==> src/include/nnWeights.svh <==
// hidden layer, one row of input weights per neuron
localparam nnFixedPkg::actWord [0:nnFixedPkg::numHidden-1][0:nnFixedPkg::numInputs-1]
	hiddenWeights = '{
	'{
		-24'sd7, 24'sd2, 24'sd5, 24'sd30, 24'sd13, -24'sd12, 24'sd24, -24'sd14,
		24'sd3, 24'sd5, -24'sd6, -24'sd14, 24'sd13, 24'sd0, 24'sd2
	},
	'{
		24'sd4, -24'sd3, 24'sd9, 24'sd1, -24'sd8, 24'sd6, 24'sd11, 24'sd2,
		-24'sd5, 24'sd7, 24'sd3, 24'sd10, -24'sd2, 24'sd8, 24'sd1
	},
	'{
		24'sd12, 24'sd7, -24'sd4, -24'sd9, 24'sd3, 24'sd15, -24'sd1, 24'sd6,
		24'sd9, -24'sd11, 24'sd4, 24'sd2, 24'sd5, -24'sd3, 24'sd10
	},
	'{
		-24'sd2, 24'sd9, 24'sd3, -24'sd6, 24'sd14, 24'sd1, 24'sd8, -24'sd10,
		24'sd6, 24'sd2, 24'sd11, -24'sd4, 24'sd7, 24'sd5, -24'sd8
	}
};

localparam nnFixedPkg::actWord [0:nnFixedPkg::numHidden-1] hiddenBias = '{
	24'sd5,
	-24'sd20,
	24'sd12,
	24'sd0
};

// output layer, hidden activations are 0..255 so these weights can reach saturation
localparam nnFixedPkg::actWord [0:nnFixedPkg::numOutputs-1][0:nnFixedPkg::numHidden-1]
	outWeights = '{
	'{
		24'sd20, -24'sd3, 24'sd9, 24'sd11
	},
	'{
		-24'sd16, 24'sd18, 24'sd5, 24'sd12
	}
};

localparam nnFixedPkg::actWord [0:nnFixedPkg::numOutputs-1] outBias = '{
	-24'sd40,
	24'sd24
};

==> src/rtl/nnFixedPkg.sv <==
package nnFixedPkg;

	// activation, weight and sum word
	localparam int dataWidth = 24;

	typedef logic [dataWidth-1:0] actWord;

	// rectifier limits
	localparam actWord actMax = 24'd255; // saturated output
	localparam actWord satThreshold = 24'd8192; // sums at or above this saturate
	localparam int fracShift = 5; // low bit of the kept slice

	// network shape
	localparam int numInputs = 15;
	localparam int numHidden = 4;
	localparam int numOutputs = 2;

endpackage

==> src/rtl/nnBusPkg.sv <==
package nnBusPkg;

	localparam int busWidth = 32;
	localparam int adrWidth = 5; // word address

	// register map, one word per address
	localparam logic [adrWidth-1:0] inputBase = 5'd0; // inputs 0..14
	localparam logic [adrWidth-1:0] controlAdr = 5'd16;
	localparam logic [adrWidth-1:0] statusAdr = 5'd17;
	localparam logic [adrWidth-1:0] outputBase = 5'd18; // outputs 18..19

	// field positions
	localparam int startBit = 0; // control, write 1 to start
	localparam int doneBit = 0; // status, sticky
	localparam int countLsb = 8; // status, completion count in 15:8

endpackage

==> src/rtl/wbActivationPort.sv <==
module wbActivationPort #(
	parameter int numIn = 15,
	parameter int numOut = 2
) (
	input logic clk,
	input logic reset,
	input logic wbCyc,
	input logic wbStb,
	input logic wbWe,
	input logic [nnBusPkg::adrWidth-1:0] wbAdr,
	input logic [nnBusPkg::busWidth-1:0] wbDatW,
	output logic [nnBusPkg::busWidth-1:0] wbDatR,
	output logic wbAck,
	output logic inValid,
	output nnFixedPkg::actWord inVector [numIn],
	input logic outValid,
	input nnFixedPkg::actWord outVector [numOut]
);
	import nnFixedPkg::*;
	import nnBusPkg::*;

	logic request;
	logic writeReq;
	logic startReq;
	logic startPending; // write acked, inValid goes out next cycle
	logic done;
	logic [7:0] count;
	actWord outReg [numOut];
	logic [busWidth-1:0] readData;

	assign request = wbCyc & wbStb & ~wbAck; // ack low again before next accept
	assign writeReq = request & wbWe;
	assign startReq = writeReq && (wbAdr == controlAdr) && wbDatW[startBit];

	// read mux, unmapped addresses give 0
	always_comb
	begin
		readData = '0;
		for (int i = 0; i < numIn; i++)
		begin
			if (wbAdr == adrWidth'(inputBase + i))
				readData = busWidth'(inVector[i]);
		end
		for (int i = 0; i < numOut; i++)
		begin
			if (wbAdr == adrWidth'(outputBase + i))
				readData = busWidth'(outReg[i]);
		end
		if (wbAdr == statusAdr)
		begin
			readData[doneBit] = done;
			readData[countLsb +: $bits(count)] = count;
		end
	end

	always_ff @(posedge clk)
	begin
		if (reset)
		begin
			wbAck <= 1'b0;
			wbDatR <= '0;
			startPending <= 1'b0;
			inValid <= 1'b0;
			done <= 1'b0;
			count <= '0;
			inVector <= '{default: '0};
			outReg <= '{default: '0};
		end
		else
		begin
			wbAck <= request; // single cycle ack
			startPending <= startReq;
			inValid <= startPending;
			if (request)
				wbDatR <= readData; // held while ack is high
			for (int i = 0; i < numIn; i++)
			begin
				if (writeReq && (wbAdr == adrWidth'(inputBase + i)))
					inVector[i] <= wbDatW[dataWidth-1:0];
			end
			if (startReq)
				done <= 1'b0;
			// a result landing on the same edge as a start still counts as done
			if (outValid)
			begin
				done <= 1'b1;
				count <= count + 8'd1; // wraps at 256
				outReg <= outVector;
			end
		end
	end

endmodule

==> config.mk <==
export PLATFORM = sky130hd
export DESIGN_NAME = wbActivationPort
export DESIGN_NICKNAME = d
export VERILOG_FILES = /design/src/include/nnWeights.svh /design/src/rtl/nnFixedPkg.sv /design/src/rtl/nnBusPkg.sv /design/src/rtl/wbActivationPort.sv
export SDC_FILE = /design/constraint.sdc
export NUM_CORES = 1
export LEC_CHECK = 0
export ABC_AREA = 1
export ABC_CLOCK_PERIOD_IN_PS = 3800
export BUFFER_PORTS_ARGS = -buffer_cell sky130_fd_sc_hd__buf_4
export CAP_MARGIN = 20
export CORE_MARGIN = 5
export CORE_UTILIZATION = 45
export DETAILED_ROUTE_END_ITERATION = 8
export GPL_ROUTABILITY_DRIVEN = 0
export PLACE_DENSITY = 0.8
export SLEW_MARGIN = 10
export SYNTH_ARGS = -nofsm -noshare
export SYNTH_HDL_FRONTEND = slang
export SYNTH_SLANG_ARGS = --single-unit
==> constraint.sdc <==
create_clock -name clk -period 3.8 [get_ports clk]
set_input_delay 1.14 -clock clk [delete_from_list [all_inputs] [get_ports clk]]
set_output_delay 1.14 -clock clk [all_outputs]
set_load 0.02 [all_outputs]
# Yosys cells after proc, flatten, opt, wreduce, memory -nomap -nowiden
# Cells that the tools add are included.
dict set report word_totals {
  register_bits 452
  input_bits 91
  output_inout_bits 394
  wordCells 86
}
dict set report classes {
  addsub 1
  n_eq_ne 18
  muxes 21
  bitwise_logic 4
  reduce_logical 19
}
# operator n
set op_table {}
lappend op_table {{32-bit two-way mux} 16}
lappend op_table {{5-bit by 4-bit equality test with 1-bit output, second input constant} 7}
lappend op_table {{24-bit two-way mux} 1}
lappend op_table {{5-bit by 3-bit equality test with 1-bit output, second input constant} 4}
lappend op_table {{5-bit equality test, second input constant} 4}
lappend op_table {{1-bit logical AND} 17}
lappend op_table {{5-bit by 2-bit equality test with 1-bit output, second input constant} 2}
lappend op_table {{8-bit by 1-bit adder with 8-bit output, second input constant} 1}
lappend op_table {{8-bit two-way mux} 1}
lappend op_table {{5-bit by 1-bit equality test with 1-bit output, second input constant} 1}
lappend op_table {{5-bit logical NOT} 1}
lappend op_table {{1-bit AND} 3}
lappend op_table {{1-bit two-way mux} 3}
lappend op_table {{2-bit nonzero test} 1}
lappend op_table {{1-bit inverter} 1}

# Depth between registers and ports, before layout
# Gate-level depths: netlist (run 1).
dict set report logic_depth {
  ltp_word 19
  ltp_mapped 17
  mapped_depth_nobuf 16
}

# Worst setup path before layout (run 1)
# Ideal clock, no wire load.
dict set report synth_path {
  path_kind {input -> register}
  startpoint {in wbCyc}
  endpoint {reg inVector[148] (netlist bit)}
  setup_time_ps 129
  arrival_time_ps 2465
  required_ps 3671
  setup_slack_ps 1206
  cell_stages 9
  n_path_buf 2
  cell_sequence {nand2_1 > nor2_1 > nand2_1 > buf_2 > nor2_1 > inv_2 > clkbuf_1 > o21ai_0 > a21oi_1}
}
dict set report synth_via {
  elab_chain_len 4
}
# element line_no
set synth_rtl {}
lappend synth_rtl {{start: declaration} wbActivationPort.sv:7} ;# input logic wbCyc,
lappend synth_rtl {{1-bit AND (2 in a row)} wbActivationPort.sv:31} ;# assign request = wbCyc & wbStb & ~wbAck;
lappend synth_rtl {{1-bit AND} wbActivationPort.sv:32} ;# assign writeReq = request & wbWe;
lappend synth_rtl {{1-bit logical AND} wbActivationPort.sv:78} ;# if (writeReq && (wbAdr == adrWidth'(inputBase + i)))
lappend synth_rtl {{end signal: indexed assignment} wbActivationPort.sv:79} ;# inVector[i] <= wbDatW[dataWidth-1:0];
lappend synth_rtl {{end: declaration} wbActivationPort.sv:15} ;# output nnFixedPkg::actWord inVector [numIn],
# No other way between the ends.
# A chain may end at the register's enable or synchronous reset.

# Final worst setup path (run 1)
dict set report layout_path {
  startpoint {in wbAdr[2] (netlist bit)}
  endpoint {reg wbDatR[1] (netlist bit)}
}
dict set report layout_via {
  elab_chain_len 18
  elab_cells_between_ends 34
  classes_between {eq/ne (16); mux (17); reduce/logical (1)}
}
# element line_no
set layout_rtl {}
lappend layout_rtl {{start: declaration} wbActivationPort.sv:10} ;# input logic [nnBusPkg::adrWidth-1:0] wbAdr,
lappend layout_rtl {{5-bit logical NOT} wbActivationPort.sv:41} ;# if (wbAdr == adrWidth'(inputBase + i))
lappend layout_rtl {{24-bit two-way mux} wbActivationPort.sv:41}
lappend layout_rtl {{32-bit two-way mux (14 in a row)} wbActivationPort.sv:41}
lappend layout_rtl {{32-bit two-way mux} wbActivationPort.sv:46} ;# if (wbAdr == adrWidth'(outputBase + i))
lappend layout_rtl {{32-bit two-way mux *} wbActivationPort.sv:46}
lappend layout_rtl {{end signal: assignment} wbActivationPort.sv:75} ;# wbDatR <= readData;
lappend layout_rtl {{end: declaration} wbActivationPort.sv:12} ;# output logic [nnBusPkg::busWidth-1:0] wbDatR,
# Mark *: on every way between the ends. The rest lies on a longest branch, timed or not.

==> out/results.ini, run 1 <==
[outcome]
status=complete, no violations

[place]
port_buffers=468
hpwl_um=58540
pre_cts_slack_ns=-0.07145

[grt]
grt_pass1_vias=19060
antenna_found_initial=2
grt_max_degree=119
grt_pass1_wl_um=120500
grt_remaining_overflow=0
track_usage_pct=33.93

[detailed_routing]
drc=0
wire_per_inst_um=22.32
via_count=20910
dr.pass1.iters=6
drt_iter0_markers=3189
vias_per_cell=5.609
wirelength_um=83210
antenna_left=0

[final_layout]
final_nets=3245
area_growth_pct=29.79
drive_gt1_share_pct=20.58
fillers=3895

[hold_path]
hold_depth=2
hp-class=register to register

[synthesis]
synth.distinct_cells=25
synth-edff-count=0
synth_seq_area_share_pct=47.09
netlist_instances=2757
synth-main-ff-cell=dfxtp_1
syn-cell-area_sq_mm=0.01888
synth-async-reset-ratio_pct=0
synth-seq-cells=444
yosysWarnings=0
syn_avg_cell_area_sq_um=6.846

[floorplan]
die-area_sq_mm=0.04614
rows=75
io_pins=485
fp.dieH_um=214.8
start_util_pct=45.20
core_sq_mm=0.04176
dieWidth_um=214.8

[clock_network]
post_cts_buffers=0
clock-sinks=444
cts.clk_slew.worst_paths_ns=0.06
root_buffer=clkbuf_16
clock_latency_ns=0.59
cts.path.max_buffers=3
htreeDepth=2
cts_hold_buf=0
cts_made_buffers=46
cts-resized-gates=0
cts_tree=done

[critical_path]
worstSetupPathType=input port to register
worstSetupStartpointType=input port
crit_path_end_kind=register
worstPathRequired_ns=4.30
reg2regPathDepth=12
cp_max_fo=15
worstPathArrival_ns=3.97

[sta]
fmax_ghz=0.2880
post-route-period-util_pct=91.37
timing.hold.ws_ns=0.4330
setup_viol=0
setup_slack_ns=0.3281
finalMaxSlewViolations=0
fin_crit_ns=3.472
rsz0062_at_grt=false
worst_pin_slew_ns=1.068
relSlewSlack_pct=28.70
skew_ns=0.02715
final-hold-violation-count=0

[pwr]
power.leakage_nw=10.86
peakVddDrop_mv=0.4167
power_density_mw_per_mm2=416.2
finalPower_mw=10.20

[job]
max-cap-violations=0

-- layout make-up --
class                           count  area, sq um  share of cell area (%)
Inverter                          232        878.3                   3.585
Clock inverter                      9        145.1                  0.5924
Clock buffer                       74         1450                   5.919
Multi-Input combinational cell   1895         8328                   33.99
Antenna cell                        1        2.502                 0.01021
Timing Repair Buffer              534         4131                   16.86
Sequential cell                   444         8889                   36.28
Tap cell                          539        674.4                   2.753
-- flip-flops by register name, summed over array words and instances, names as in the netlist --
name and flops:
count 8, done 1, inValid 1, inVector 360, outReg 48, startPending 1, wbAck 1, wbDatR 24
-- synthesized netlist by cell type, types with 2 or more instances --
cell type / n / area share, %
a21oi_1: 209 / 5.5
buf_1: 3 / 0.060
buf_2: 24 / 0.64
buf_4: 14 / 0.56
clkbuf_1: 151 / 3.0
dfxtp_1: 444 / 47
inv_1: 217 / 4.3
inv_2: 14 / 0.28
nand2_1: 388 / 7.7
nand2_2: 6 / 0.20
nand3_1: 52 / 1.4
nand4_1: 69 / 2.3
nor2_1: 672 / 13
nor2_2: 21 / 0.70
nor2_4: 7 / 0.42
nor3_1: 5 / 0.13
o21ai_0: 440 / 12
o21ai_1: 13 / 0.34
o21bai_1: 2 / 0.080
-- report_power, final --
part	switching, mW	internal, mW	leakage, nW
sequential	0.0343	4.71	3.59
clock	1.92	2.87	0.788
combinational	0.470	0.186	6.48
total	2.42	7.77	10.9
-- cell families after synthesis --
group / Yosys count / synth area share, %
flip-flops: 444 / 47.09
AO/OA/AOI/OAI: 664 / 17.63
other: 1 / 0.01987
AND/OR/NAND/NOR: 1222 / 26.26
adder cells (fa/ha/maj): 1 / 0.06628
buffers and inverters: 425 / 8.929
-- worst paths after layout --
kind	slack (ns)	to	startpoint
setup / recovery	0.33	wbDatR[1]	wbAdr[2]
hold / removal	0.43	inValid	startPending
setup reg to reg	1.20	wbDatR[17]	inVector[353]
hold reg to reg	0.43	inValid	startPending
-- stage by stage --
| stage | TNS [ns] | area (sq um) | util, % | instances |
|---|---|---|---|---|
| 2_1_floorplan | 0 | 18900 | - | 2764 |
| 3_3_place_gp | -0.01777 | 22830 | 54.67 | 3641 |
| 3_5_place_dp | -0.07145 | 22830 | 54.67 | 3641 |
| 4_1_cts | 0 | 24430 | 58.49 | 3724 |
| 5_1_grt | 0 | 24500 | 58.67 | 3728 |
| 6_report | 0 | 24500 | 58.67 | 3728 |
-- worst max-delay path, stage by stage --
cell and delay [ns]:
buf_4 0.12, nor2_2 0.44, inv_1 0.18, buf_4 0.18
nor2_4 0.37, nand2_1 0.09, nand3_1 0.14, nor2_1 0.09
nand2_1 0.13, nor2_1 0.09, nand3_1 0.11, nand2_1 0.15
nand4_1 0.16, nand2_1 0.16, nand4_1 0.21, nand2_1 0.09
a21oi_1 0.12
-- layout by cell type, fill, tap and decap left out, types with 2 or more instances in the layout --
cell type / count
a21oi_1: 209
buf_12: 6
buf_16: 2
buf_4: 525
bufinv_16: 4
clkbuf_1: 12
clkbuf_16: 49
clkbuf_8: 13
clkinv_2: 5
conb_1: 8
dfxtp_1: 444
inv_1: 216
inv_2: 15
nand2_1: 388
nand2_2: 6
nand3_1: 52
nand4_1: 69
nor2_1: 672
nor2_2: 21
nor2_4: 7
nor3_1: 5
o21ai_0: 440
o21ai_1: 13
o21bai_1: 2
-- routing by layer --
metal,vias up,GRT usage [%],share of wire (%)
met1,9504,46.49,38
met2,1518,48.70,41
met4,0,19.37,6.8
li1,9595,-,-
met5,-,0,0
met3,292,8.556,14
No activity file was read; power rests on OpenSTA's default activity.
==> run 2, diff against run 1 <==
--- a/config.mk
+++ b/config.mk
@@ -6,7 +6,7 @@
 export NUM_CORES = 1
 export LEC_CHECK = 0
 export ABC_AREA = 1
-export ABC_CLOCK_PERIOD_IN_PS = 3800
+export ABC_CLOCK_PERIOD_IN_PS = 3500
 export BUFFER_PORTS_ARGS = -buffer_cell sky130_fd_sc_hd__buf_4
 export CAP_MARGIN = 20
 export CORE_MARGIN = 5
==> constraint.sdc (replaced) <==
create_clock -name clk -period 3.5 [get_ports clk]
set_input_delay 0.35 -clock clk [delete_from_list [all_inputs] [get_ports clk]]
set_output_delay 0.35 -clock clk [all_outputs]
set_load 0.02 [all_outputs]
==> out/results.ini, run 2 (synthesis gave the netlist of run 1 again) <==
[critical_path]
path_cells=buf_4 -> inv_2 -> nand2_1 -> nor2_2 -> nand2_2 -> nor2_1 -> nor2_1 -> nand4_1 -> nor2_1 -> nand4_1 -> nor2_1 -> nand3_1 -> nand2_1 -> nand3_1 -> nand2_1 -> a21oi_1
crit_buf_inv=2  ; -1
critPathTopFamily=simple AND/OR/NAND/NOR gates
crit_path_end_kind=register
crit_path_top_delay_cell=nand2_2
worstSetupPathType=input port to register
cpMostUsedCell=nor2_1
worstSetupStartpointType=input port
cp.depth=16  ; -1
reg2regPathDepth=12  ; unchanged
cp_max_fo=14  ; -1
worstPathRequired_ns=3.94  ; -0.36 ns
worstPathArrival_ns=3.13  ; -0.84 ns
slowest_delay_ns=0.35  ; -0.09 ns

[final_layout]
largest_register_ffs=360  ; unchanged
largest-register=inVector
fillers=3848  ; -1.2%
multiInputGateArea_sq_mm=0.008328  ; unchanged
utilization_pct=58.50  ; -0.17 points
mostFrequentLayoutCells=672 x nor2_1, 502 x buf_4, 444 x dfxtp_1
stdcell_count=3724  ; -0.11%
area_growth_pct=29.42
final_nets=3243  ; -0.062%
reg_top3=inVector: 360 flops, outReg: 48 flops, wbDatR: 24 flops
ff_latch_area_sq_mm=0.008889  ; unchanged
mostFrequentLayoutCell=nor2_1
drive_gt1_share_pct=19.76  ; -0.82 points

[detailed_routing]
vias_per_cell=5.580  ; -0.51%
wirelength_um=83350  ; +0.17%
drt_iter0_markers=3307  ; +3.7%
antenna_left=0  ; unchanged
wire_per_inst_um=22.38  ; +0.28%
drc=0  ; unchanged
via_count=20780  ; -0.62%
dr.pass1.iters=7  ; +1

[hold_path]
hp-class=input port to register
hold_depth=3  ; +1

[clock_network]
cts.clk_slew.worst_paths_ns=0.06  ; about the same
cts_tree=done
clock-sinks=444  ; unchanged
cts-resized-gates=0  ; unchanged
post_cts_buffers=0  ; unchanged
cts.path.max_buffers=3  ; unchanged
root_buffer=clkbuf_16
clock_latency_ns=0.59  ; about the same
htreeDepth=2  ; unchanged
cts_made_buffers=47  ; +2.2%

[floorplan]
rows=75  ; unchanged
die-area_sq_mm=0.04614  ; unchanged
start_util_pct=45.20  ; unchanged
fp.dieH_um=214.8  ; unchanged
dieWidth_um=214.8  ; unchanged
io_pins=485  ; unchanged
core_sq_mm=0.04176  ; unchanged

[sta]
relSlewSlack_pct=27.84  ; -0.85 points
timing.hold.ws_ns=0.03045  ; -0.4025 ns
fmax_ghz=0.3709
finalMaxSlewViolations=0  ; unchanged
worst_pin_slew_ns=1.081  ; +0.01281 ns
final-hold-violation-count=0  ; unchanged
fin_crit_ns=2.696
setup_viol=0  ; unchanged
rsz0062_at_grt=false
tns_ns=0  ; unchanged
skew_ns=0.02733  ; +0.0001785 ns
post-route-period-util_pct=77.03

[place]
port_buffers=468  ; unchanged
hpwl_um=58100  ; -0.76%
placed_cells=3616  ; -0.69%

[grt]
grt_pass1_wl_um=120800  ; +0.22%
track_usage_pct=33.95  ; about the same
grt_pass1_vias=18920  ; -0.72%
grt_remaining_overflow=0  ; unchanged
grt_max_degree=131  ; +10%
antenna_found_initial=3  ; +1

[pwr]
power.leakage_nw=10.79  ; -0.70%
finalPower_mw=10.88  ; +6.7%
peakVddDrop_mv=0.3490  ; -16%
power_density_mw_per_mm2=445.5  ; +7.0%

[outcome]
status=complete, no violations

[job]
max-cap-violations=0  ; unchanged

run 2: cell count changes in the layout (fill, tap and decap cells not counted), sizes merged:
| cell | delta |
|---|---|
| bufinv | -3 |
| buf | -26 |
| diode | +1 |
| clkinv | +1 |
| dlygate4sd3 | +23 |
run 2: routing by layer:
metal,global-route usage [%],share of wire [%],vias up
met2,48.58,41,1549
met4,19.54,7.0,2
met1,46.36,38,9338
met5,0,0.013,-
met3,8.880,14,308
li1,-,-,9582
run 2: worst paths after layout:
check	start	to	slack (ns)
setup / recovery	wbAdr[0]	wbDatR[2]	0.80
hold / removal	outVector[28]	outReg[28]	0.03
setup reg to reg	inVector[338]	wbDatR[2]	0.91
hold reg to reg	startPending	inValid	0.41
run 2: repair_timing:
action                                  CTS  global route
hold buffers                             23             0
endpoints found under the setup margin    0             0
hold endpoints to repair                 23             0
run 2: power breakdown:
part           internal (mW)  switching (mW)
sequential              5.12          0.0381
clock                   2.91            2.09
combinational          0.211           0.509
total                   8.24            2.64
run 2: worst reg2reg max path: cells and delay by family (launching register included):
kind / cells / cell delay (ns)
and+or+nand+nor: 11 / 2.04
DFF: 1 / 0.34
AOI/OAI and AO/OA: 1 / 0.06
run 2: final cells by class:
| type | instances | share of cell area [%] |
|---|---|---|
| diodes | 2 | 0.02049 |
| clock buffers | 74 | 5.977 |
| clock inverters | 7 | 0.2459 |
| inverters | 232 | 3.596 |
| multi-input cells | 1895 | 34.09 |
| flip-flops and latches | 444 | 36.39 |
| well taps | 539 | 2.761 |
| repair buffers | 531 | 16.92 |
run 2: per-stage QoR:
stage | setup WS (ns) | instance area, sq um
final | 0.8039 | 24430
after global routing | 0.7946 | 24430
after CTS | 1.039 | 24370
after detailed placement | 0.4900 | 22620
after global placement | 0.5055 | 22620
after floorplan | 1.686 | 18900
